`src/common/link_pkg.sv`:
```
// Die-to-die link shared definitions

package link_pkg;

  // Lane and flit geometry
  localparam int NUM_LANES    = 4;
  localparam int LANE_PAYLOAD = 22;
  // Payload plus strobe and marker
  localparam int LANE_WIDTH   = LANE_PAYLOAD + 2;
  localparam int FLIT_WIDTH   = NUM_LANES * LANE_PAYLOAD;

  // Strobe and marker positions inside each lane
  localparam int STB_BIT = LANE_PAYLOAD;
  localparam int MRK_BIT = LANE_PAYLOAD + 1;

  // User field types
  typedef logic [3:0]  state_t;
  typedef logic [1:0]  protid_t;
  typedef logic [63:0] data_t;
  typedef logic [15:0] crc_t;

  // Link level types
  typedef logic [FLIT_WIDTH-1:0] flit_t;
  typedef logic [LANE_WIDTH-1:0] lane_t;
  typedef logic [15:0]           delay_t;
  typedef logic [NUM_LANES-1:0]  mrk_t;

  //////////////////////////////////////////////////////////////////////
  // Flit layout, low bit first
  //////////////////////////////////////////////////////////////////////
  localparam int FLD_STATE_LSB  = 0;
  localparam int FLD_PROTID_LSB = FLD_STATE_LSB + $bits(state_t);
  localparam int FLD_DATA_LSB   = FLD_PROTID_LSB + $bits(protid_t);
  localparam int FLD_DVALID_BIT = FLD_DATA_LSB + $bits(data_t);
  localparam int FLD_CRC_LSB    = FLD_DVALID_BIT + 1;
  localparam int FLD_VALID_BIT  = FLD_CRC_LSB + $bits(crc_t);

  // Valid sits in the top bit of the flit
  localparam int FLD_TOTAL = FLD_VALID_BIT + 1;

endpackage
```
`src/hdl/link_top.sv`:
```
// Link top, master side
`timescale 1ns/1ns

module link_top import link_pkg::*; #(
  parameter bit MARKER_PERSISTENT = 1'b1
) (
  input  logic    clk_wr,
  input  logic    rst,

  // Control
  input  logic    tx_online,
  input  logic    rx_online,

  // Configuration
  input  delay_t  delay_x_value,
  input  delay_t  delay_y_value,
  input  delay_t  delay_z_value,
  input  mrk_t    tx_mrk_userbit,
  input  logic    tx_stb_userbit,

  // PHY lanes
  output lane_t   tx_phy0,
  output lane_t   tx_phy1,
  output lane_t   tx_phy2,
  output lane_t   tx_phy3,
  input  lane_t   rx_phy0,
  input  lane_t   rx_phy1,
  input  lane_t   rx_phy2,
  input  lane_t   rx_phy3,

  // Downstream user fields
  input  state_t  dstrm_state,
  input  protid_t dstrm_protid,
  input  data_t   dstrm_data,
  input  logic    dstrm_dvalid,
  input  crc_t    dstrm_crc,
  input  logic    dstrm_valid,

  // Upstream user fields
  output state_t  ustrm_state,
  output protid_t ustrm_protid,
  output data_t   ustrm_data,
  output logic    ustrm_dvalid,
  output crc_t    ustrm_crc,
  output logic    ustrm_valid
);

  //////////////////////////////////////////////////////////////////////
  // Interconnect
  //////////////////////////////////////////////////////////////////////
  logic  tx_online_delay;
  logic  rx_online_delay;
  logic  tx_auto_stb;
  mrk_t  tx_auto_mrk;
  flit_t tx_flit;
  flit_t rx_flit;

  //////////////////////////////////////////////////////////////////////
  // Online delays, strobe and markers
  //////////////////////////////////////////////////////////////////////
  auto_sync #(
    .MARKER_PERSISTENT (MARKER_PERSISTENT)
  ) u_auto_sync (
    .clk_wr          (clk_wr),
    .rst             (rst),
    .tx_online       (tx_online),
    .rx_online       (rx_online),
    .delay_x_value   (delay_x_value),
    .delay_y_value   (delay_y_value),
    .delay_z_value   (delay_z_value),
    .tx_mrk_userbit  (tx_mrk_userbit),
    .tx_stb_userbit  (tx_stb_userbit),
    .tx_online_delay (tx_online_delay),
    .rx_online_delay (rx_online_delay),
    .tx_auto_stb     (tx_auto_stb),
    .tx_auto_mrk     (tx_auto_mrk)
  );

  // Bypassed logic link, fields straight into the flit
  flit_packer u_flit_packer (
    .clk_wr          (clk_wr),
    .rst             (rst),
    .tx_online_delay (tx_online_delay),
    .dstrm_state     (dstrm_state),
    .dstrm_protid    (dstrm_protid),
    .dstrm_data      (dstrm_data),
    .dstrm_dvalid    (dstrm_dvalid),
    .dstrm_crc       (dstrm_crc),
    .dstrm_valid     (dstrm_valid),
    .tx_flit         (tx_flit)
  );

  //////////////////////////////////////////////////////////////////////
  // PHY lane slicing and reassembly
  //////////////////////////////////////////////////////////////////////
  lane_concat u_lane_concat (
    .clk_wr      (clk_wr),
    .rst         (rst),
    .tx_flit     (tx_flit),
    .tx_auto_stb (tx_auto_stb),
    .tx_auto_mrk (tx_auto_mrk),
    .tx_phy0     (tx_phy0),
    .tx_phy1     (tx_phy1),
    .tx_phy2     (tx_phy2),
    .tx_phy3     (tx_phy3),
    .rx_phy0     (rx_phy0),
    .rx_phy1     (rx_phy1),
    .rx_phy2     (rx_phy2),
    .rx_phy3     (rx_phy3),
    .rx_flit     (rx_flit)
  );

  // Receive flit back to upstream fields
  flit_unpacker u_flit_unpacker (
    .clk_wr          (clk_wr),
    .rst             (rst),
    .rx_online_delay (rx_online_delay),
    .rx_flit         (rx_flit),
    .ustrm_state     (ustrm_state),
    .ustrm_protid    (ustrm_protid),
    .ustrm_data      (ustrm_data),
    .ustrm_dvalid    (ustrm_dvalid),
    .ustrm_crc       (ustrm_crc),
    .ustrm_valid     (ustrm_valid)
  );

endmodule

```
`src/hdl/flit_unpacker.sv`:
```
// Upstream flit unpacker
`timescale 1ns/1ns

module flit_unpacker import link_pkg::*; (
  input  logic    clk_wr,
  input  logic    rst,
  input  logic    rx_online_delay,
  input  flit_t   rx_flit,
  output state_t  ustrm_state,
  output protid_t ustrm_protid,
  output data_t   ustrm_data,
  output logic    ustrm_dvalid,
  output crc_t    ustrm_crc,
  output logic    ustrm_valid
);

  //////////////////////////////////////////////////////////////////////
  // Field extraction
  //////////////////////////////////////////////////////////////////////
  // Receive side stays silent until word alignment time is over
  always_ff @(posedge clk_wr) begin
    if (rst || !rx_online_delay) begin
      ustrm_state  <= '0;
      ustrm_protid <= '0;
      ustrm_data   <= '0;
      ustrm_dvalid <= 1'b0;
      ustrm_crc    <= '0;
      ustrm_valid  <= 1'b0;
    end else begin
      // Low fields
      ustrm_state  <= rx_flit[FLD_STATE_LSB  +: $bits(state_t)];
      ustrm_protid <= rx_flit[FLD_PROTID_LSB +: $bits(protid_t)];
      // Payload and qualifier
      ustrm_data   <= rx_flit[FLD_DATA_LSB   +: $bits(data_t)];
      ustrm_dvalid <= rx_flit[FLD_DVALID_BIT];
      // CRC passed through untouched
      ustrm_crc    <= rx_flit[FLD_CRC_LSB    +: $bits(crc_t)];
      ustrm_valid  <= rx_flit[FLD_VALID_BIT];
    end
  end

  //////////////////////////////////////////////////////////////////////
  // Checks
  //////////////////////////////////////////////////////////////////////
  // Qualifier pairing must survive the whole link
  a_dvalid_out: assert property (@(posedge clk_wr) disable iff (rst)
    ustrm_dvalid |-> ustrm_valid)
    else $error("ustrm_dvalid without ustrm_valid");

endmodule

```
`src/lane_concat/lane_concat.sv`:
```
// PHY lane slicing and reassembly
`timescale 1ns/1ns

module lane_concat import link_pkg::*; (
  input  logic  clk_wr,
  input  logic  rst,

  // Transmit flit and sync bits
  input  flit_t tx_flit,
  input  logic  tx_auto_stb,
  input  mrk_t  tx_auto_mrk,

  // PHY lanes
  output lane_t tx_phy0,
  output lane_t tx_phy1,
  output lane_t tx_phy2,
  output lane_t tx_phy3,
  input  lane_t rx_phy0,
  input  lane_t rx_phy1,
  input  lane_t rx_phy2,
  input  lane_t rx_phy3,

  // Reassembled receive flit
  output flit_t rx_flit
);

  lane_t tx_lane_d [NUM_LANES];
  lane_t tx_lane_q [NUM_LANES];
  lane_t rx_lane   [NUM_LANES];
  flit_t rx_flit_d;

  //////////////////////////////////////////////////////////////////////
  // Transmit slicing
  //////////////////////////////////////////////////////////////////////
  for (genvar n = 0; n < NUM_LANES; n++) begin : g_tx_lane
    always_comb begin
      tx_lane_d[n] = '0;
      // Lane n carries its own 22 bit slice
      tx_lane_d[n][LANE_PAYLOAD-1:0] = tx_flit[n*LANE_PAYLOAD +: LANE_PAYLOAD];
      // Strobe shared by all lanes
      tx_lane_d[n][STB_BIT] = tx_auto_stb;
      // Marker per lane
      tx_lane_d[n][MRK_BIT] = tx_auto_mrk[n];
    end

    // Lanes idle at zero out of reset
    always_ff @(posedge clk_wr) begin
      if (rst) begin
        tx_lane_q[n] <= '0;
      end else begin
        tx_lane_q[n] <= tx_lane_d[n];
      end
    end
  end

  assign tx_phy0 = tx_lane_q[0];
  assign tx_phy1 = tx_lane_q[1];
  assign tx_phy2 = tx_lane_q[2];
  assign tx_phy3 = tx_lane_q[3];

  //////////////////////////////////////////////////////////////////////
  // Receive reassembly
  //////////////////////////////////////////////////////////////////////
  assign rx_lane[0] = rx_phy0;
  assign rx_lane[1] = rx_phy1;
  assign rx_lane[2] = rx_phy2;
  assign rx_lane[3] = rx_phy3;

  // Strobe and marker dropped here, payload only
  always_comb begin
    rx_flit_d = '0;
    for (int n = 0; n < NUM_LANES; n++) begin
      rx_flit_d[n*LANE_PAYLOAD +: LANE_PAYLOAD] = rx_lane[n][LANE_PAYLOAD-1:0];
    end
  end

  always_ff @(posedge clk_wr) begin
    if (rst) begin
      rx_flit <= '0;
    end else begin
      rx_flit <= rx_flit_d;
    end
  end

endmodule

```
`src/hdl/flit_packer.sv`:
```
// Downstream flit packer
`timescale 1ns/1ns

module flit_packer import link_pkg::*; (
  input  logic    clk_wr,
  input  logic    rst,
  input  logic    tx_online_delay,
  input  state_t  dstrm_state,
  input  protid_t dstrm_protid,
  input  data_t   dstrm_data,
  input  logic    dstrm_dvalid,
  input  crc_t    dstrm_crc,
  input  logic    dstrm_valid,
  output flit_t   tx_flit
);

  //////////////////////////////////////////////////////////////////////
  // Field placement
  //////////////////////////////////////////////////////////////////////
  flit_t flit_d;

  always_comb begin
    flit_d = '0;
    // Low fields
    flit_d[FLD_STATE_LSB  +: $bits(state_t)]  = dstrm_state;
    flit_d[FLD_PROTID_LSB +: $bits(protid_t)] = dstrm_protid;
    // Payload and its qualifier
    flit_d[FLD_DATA_LSB   +: $bits(data_t)]   = dstrm_data;
    flit_d[FLD_DVALID_BIT]                    = dstrm_dvalid;
    // CRC is carried opaque
    flit_d[FLD_CRC_LSB    +: $bits(crc_t)]    = dstrm_crc;
    flit_d[FLD_VALID_BIT]                     = dstrm_valid;
  end

  //////////////////////////////////////////////////////////////////////
  // Flit register
  //////////////////////////////////////////////////////////////////////
  // Nothing reaches the lanes until alignment time is over
  always_ff @(posedge clk_wr) begin
    if (rst) begin
      tx_flit <= '0;
    end else if (!tx_online_delay) begin
      tx_flit <= '0;
    end else begin
      tx_flit <= flit_d;
    end
  end

  // Data qualifier only inside a valid flit
  a_dvalid_in: assert property (@(posedge clk_wr) disable iff (rst)
    dstrm_dvalid |-> dstrm_valid)
    else $error("dstrm_dvalid without dstrm_valid");

endmodule

```
`src/auto_sync/auto_sync.sv`:
```
// Link auto sync
`timescale 1ns/1ns

module auto_sync import link_pkg::*; #(
  parameter bit MARKER_PERSISTENT = 1'b1
) (
  input  logic   clk_wr,
  input  logic   rst,
  input  logic   tx_online,
  input  logic   rx_online,
  // Receive delay, transmit delay, strobe period
  input  delay_t delay_x_value,
  input  delay_t delay_y_value,
  input  delay_t delay_z_value,
  input  mrk_t   tx_mrk_userbit,
  input  logic   tx_stb_userbit,
  output logic   tx_online_delay,
  output logic   rx_online_delay,
  output logic   tx_auto_stb,
  output mrk_t   tx_auto_mrk
);

  //////////////////////////////////////////////////////////////////////
  // Online delay counters
  //////////////////////////////////////////////////////////////////////
  // Channel 0 is transmit, channel 1 is receive
  logic   online_raw [2];
  delay_t online_dly [2];
  delay_t dly_cnt    [2];
  logic   online_q   [2];

  assign online_raw[0] = tx_online;
  assign online_raw[1] = rx_online;
  assign online_dly[0] = delay_y_value;
  assign online_dly[1] = delay_x_value;

  for (genvar i = 0; i < 2; i++) begin : g_delay
    always_ff @(posedge clk_wr) begin
      // Any drop of the raw online restarts the wait
      if (rst || !online_raw[i]) begin
        dly_cnt[i]  <= '0;
        online_q[i] <= 1'b0;
      end else if (dly_cnt[i] >= online_dly[i]) begin
        online_q[i] <= 1'b1;
      end else begin
        dly_cnt[i] <= dly_cnt[i] + 16'd1;
      end
    end
  end

  assign tx_online_delay = online_q[0];
  assign rx_online_delay = online_q[1];

  //////////////////////////////////////////////////////////////////////
  // Periodic strobe
  //////////////////////////////////////////////////////////////////////
  delay_t per_cnt;
  logic   per_hit;

  // Count sits at zero while offline, so first online cycle strobes
  always_ff @(posedge clk_wr) begin
    if (rst || !tx_online_delay) begin
      per_cnt <= '0;
    end else if (delay_z_value <= 16'd1 || per_cnt == delay_z_value - 16'd1) begin
      per_cnt <= '0;
    end else begin
      per_cnt <= per_cnt + 16'd1;
    end
  end

  assign per_hit     = tx_online_delay && (per_cnt == '0);
  // User strobe is always let through
  assign tx_auto_stb = per_hit || tx_stb_userbit;

  // Markers held every online cycle, or only on strobe cycles
  always_comb begin
    if (MARKER_PERSISTENT) begin
      tx_auto_mrk = tx_online_delay ? tx_mrk_userbit : '0;
    end else begin
      tx_auto_mrk = per_hit ? tx_mrk_userbit : '0;
    end
  end

  // Auto strobe only ever comes from an online transmitter
  a_stb_offline: assert property (@(posedge clk_wr) disable iff (rst)
    (tx_auto_stb && !tx_online_delay) |-> tx_stb_userbit)
    else $error("auto strobe while transmit offline");

  // Receive online only rises after raw online was seen
  a_rx_rise: assert property (@(posedge clk_wr) disable iff (rst)
    $rose(rx_online_delay) |-> $past(rx_online))
    else $error("rx_online_delay rose without rx_online");

endmodule

```
`config.mk`:
```
export PLATFORM = sky130hd
export DESIGN_NAME = link_top
export DESIGN_NICKNAME = d
export VERILOG_FILES = /design/src/common/link_pkg.sv /design/src/hdl/link_top.sv /design/src/hdl/flit_unpacker.sv /design/src/lane_concat/lane_concat.sv /design/src/hdl/flit_packer.sv /design/src/auto_sync/auto_sync.sv
export SDC_FILE = /design/constraint.sdc
export NUM_CORES = 1
export LEC_CHECK = 0
export ABC_AREA = 0
export BUFFER_PORTS_ARGS = -buffer_cell sky130_fd_sc_hd__buf_4
export CAP_MARGIN = 20
export CORE_MARGIN = 5
export CORE_UTILIZATION = 45
export CTS_BUF_LIST = sky130_fd_sc_hd__clkbuf_16
export DETAILED_ROUTE_END_ITERATION = 8
export GPL_TIMING_DRIVEN = 0
export PLACE_DENSITY = 0.75
export SYNTH_ARGS = -nofsm -noshare
export SYNTH_HDL_FRONTEND = slang
export SYNTH_SLANG_ARGS = --single-unit
export TNS_END_PERCENT = 10
```
`constraint.sdc`:
```
create_clock -name clk_wr -period 3 [get_ports clk_wr]
set_input_delay 0.6 -clock clk_wr [delete_from_list [all_inputs] [get_ports clk_wr]]
set_output_delay 0.6 -clock clk_wr [all_outputs]
set_load 0.02 [all_outputs]
```
==> run metrics <==
status=finished, final reports clean; crit start category=flip-flop; worst path bufs/invs=2; final setup fails=0; crit-path max cell delay=0.49 ns; Worst R2R Path Depth=9; Power Density=606 nW/um^2; Placeable Area=29600 sq um; TritonRoute pass-1 iters=4; sequential area share after synthesis=0.631; Layout area overhead=36.9%; ys flop type=dfxtp_1; WS Path Type=flip-flop to flip-flop; mean post-synth cell area=11.2 sq um; crit path time final=about 2.8 ns; number of synthesized flops with an enable pin=33; Post-DP Area=17100 sq um; CTS sink count=between 400 and 500; share of cells above drive strength 1=0.287; Die ar.=33400 sq um; Power Total=0.0112 W; CP most frequent cell=a21o_1; Skew-Pair Late Insertion Delay=0.53 ns; Root Buffer=clkbuf_16; GRT Total Usage=0.194; crit path max fanout=11; Vias/cell=4.54; DR WL/cell=16.2 um; most common cell in the synthesized netlist=dfxtp_1; hold endpoint=u_flit_packer.tx_flit[46]$_SDFF_PP0_; vias in the first global route=about 10000; synthesized area=roughly 13000 sq um; Crit Reg-Reg Endpoint=u_auto_sync.dly_cnt[1][1]$_SDFFCE_PN0P_; CTS tree=built; worst min path class=input port to flip-flop; Synth Register Bits=407; final wirelength=33800 um; Final Cell Area=roughly 18000 sq um; Rows=63; reg-to-reg critical path startpoint=u_auto_sync.dly_cnt[1][0]$_SDFFCE_PN0P_; Die W=183 um; required time at the worst-slack endpoint=3.22 ns; Top Family by Delay on Critical Path=compound AO/OA/AOI/OAI gates; Hold Crit Depth=2; Max-cap violations=0; Longest Clk Path Bufs=3; DRT antenna net count=0; Placer Congestion=0.871; setup ws final=0.246 ns; Leak=8.40 nW; Pins Over Slew Limit=0; Synth top area share=0.557; largest net degree at the start of global routing=17; Crit-path slowest cell=edfxtp_1; R2R Setup Slk=0.25 ns; Synth area leaders=dfxtp_1 (56%), and2_1 (8.5%), nor2b_1 (8.4%); I/O pin cnt=around 430; RSZ-0062 raised after global routing=no; Iter 0 DRT Violations=319; Async SR Flop Fraction=0; Cells after Synth=1199; htree depth=2; Die Y=approximately 180 um; Nets=1938; synth cell count leaders=dfxtp_1 (374), and2_1 (182), nor2b_1 (181), clkbuf_1 (48), nor2_1 (47); period utilisation layout=0.918; clk_skew=0.0141 ns; initial core utilization=0.455; I/O Buffers=415; global route overflow=0; largest area contributor in the netlist=dfxtp_1; DRC Markers=0; Crit. End Element=flip-flop; syn nets=approximately 1500; crit path cell chain=inv_1 > ha_1 > nand2b_1 > a21o_1 > a21o_1 > a41oi_1 > nor3_1 > o21ai_1 > buf_6; Num CTS Buffers=42; Slew headroom=0.461; first-pass GRT wire length=51900 um; hold-fix buffers at CTS=0; Peak supply drop=467 uV; Via Count=around 9400; clock slew seen by the registers of the worst setup and hold paths=0.06 ns; final hold vios=0; initial antenna violation count=2; Hold Path Origin=dstrm_data[40]; Distinct cells, synth=49; setup bufs post-CTS=0; crit path DAT=just under 3 ns; Post-DP HPWL=26200 um; FMAX=about 360 MHz; synth warn=0; post-placement setup slack=-0.383 ns; worst slew pin tran=~0.81 ns
[area by class of cell]
type                       instances  area (sq um)
clock inverter                    32           221
sequential                       407          8480
timing repair buffer             416          3130
inverter                          42           158
buffer                            53           225
tap                              390           488
clock buffer                      44          1100
multi-input combinational        697          4590
fill                            2344         11200
antenna                            1          2.50
[routing by layer]
layer / vias up / part of all wire / GRT usage
met3: 70 / 0.088 / 0.0662
met2: 334 / 0.50 / 0.344
met1: 4277 / 0.37 / 0.217
met4: 2 / 0.039 / 0.0712
li1: 4765 / - / -
met5: - / 0.00038 / 0
[worst max path at each step]
| stage | start | endpoint | slack, ns | cells after the start |
|---|---|---|---|---|
| 6_report | u_auto_sync.dly_cnt[1][0]$_SDFFCE_PN0P_ | u_auto_sync.dly_cnt[1][1]$_SDFFCE_PN0P_ | 0.25 | 9 |
| 5_1_grt | u_auto_sync.dly_cnt[1][0]$_SDFFCE_PN0P_ | u_auto_sync.dly_cnt[1][15]$_SDFFCE_PN0P_ | 0.08 | 9 |
| 4_1_cts | u_auto_sync.dly_cnt[1][0]$_SDFFCE_PN0P_ | u_auto_sync.dly_cnt[1][8]$_SDFFCE_PN0P_ | 0.14 | 9 |
| 3_5_place_dp | delay_z_value[1] | u_auto_sync.per_cnt[5]$_SDFF_PP0_ | -0.38 | 10 |
| 3_3_place_gp | delay_x_value[0] | u_auto_sync.dly_cnt[1][10]$_SDFFCE_PN0P_ | -0.31 | 8 |
| 2_1_floorplan | delay_x_value[0] | u_auto_sync.dly_cnt[1][0]$_SDFFCE_PN0P_ | 0.20 | 7 |
[kinds of logic (layout without fill, tap and decap cells)]
group | after synthesis | in the layout | share of synthesized area
flops | 407 | 407 | 0.631
buf+inv | 95 | 587 | 0.0285
simple gates | 530 | 530 | 0.233
other cells | 0 | 1 | 0
compound gates | 72 | 72 | 0.0354
xor+xnor | 57 | 57 | 0.0372
fa+ha+maj | 38 | 38 | 0.0354
[power breakdown]
part,leakage (nW),internal [W],switching (W)
Clock,0.688,0.00284,0.00206
Combinational,4.26,0.000349,0.000263
Sequential,3.45,0.00560,0.0000376
Total,8.40,0.00879,0.00236
[placed cells by master (no fill, tap or decap), drive strengths merged, types with 3 or more instances in the layout]
cell	synthesis	final
buf	5	421
dfxtp	374	374
and2	182	182
nor2b	181	181
clkbuf	48	92
inv	42	53
nor2	47	47
ha	38	38
xnor2	35	35
nand2	34	34
edfxtp	33	33
a21oi	23	23
nand3	23	23
xor2	22	22
clkinv	0	18
a21o	11	11
nand4	11	11
nor4	8	8
nor3	7	7
and3	7	7
o21ai	7	7
or3	6	6
a31oi	5	5
nand2b	5	5
o21a	4	4
o211ai	4	4
and4	4	4
a21boi	4	4
o31a	3	3
or4	3	3
nor4b	3	3
[through the flow]
step / TNS, ns / hold WS, ns / cells / utilization
global route: 0 / 0.241 / 2082 / 0.622
global placement: -8.76 / 0.407 / 2004 / 0.577
CTS: 0 / 0.244 / 2081 / 0.622
detailed placement: -5.45 / 0.410 / 2005 / 0.577
floorplan: 0 / 0.406 / 1199 / -
finish: 0 / 0.271 / 2082 / 0.622
[flip-flops by register name, summed over array words and instances (netlist names)]
register                      cells
u_flit_unpacker.ustrm_protid      2
u_flit_unpacker.ustrm_valid       1
u_flit_unpacker.ustrm_data       64
u_auto_sync.dly_cnt              32
u_auto_sync.online_q              2
u_auto_sync.per_cnt              16
u_lane_concat.tx_lane_q          93
u_lane_concat.rx_flit            88
u_flit_unpacker.ustrm_state       4
u_flit_packer.tx_flit            88
u_flit_unpacker.ustrm_crc        16
u_flit_unpacker.ustrm_dvalid      1
[timing repair]
action / CTS / global route
endpoints found under the hold margin: 0 / 0
resized for setup: 0 / 2
endpoints found under the setup margin: 0 / 20
No activity file was read; power rests on OpenSTA's default activity.
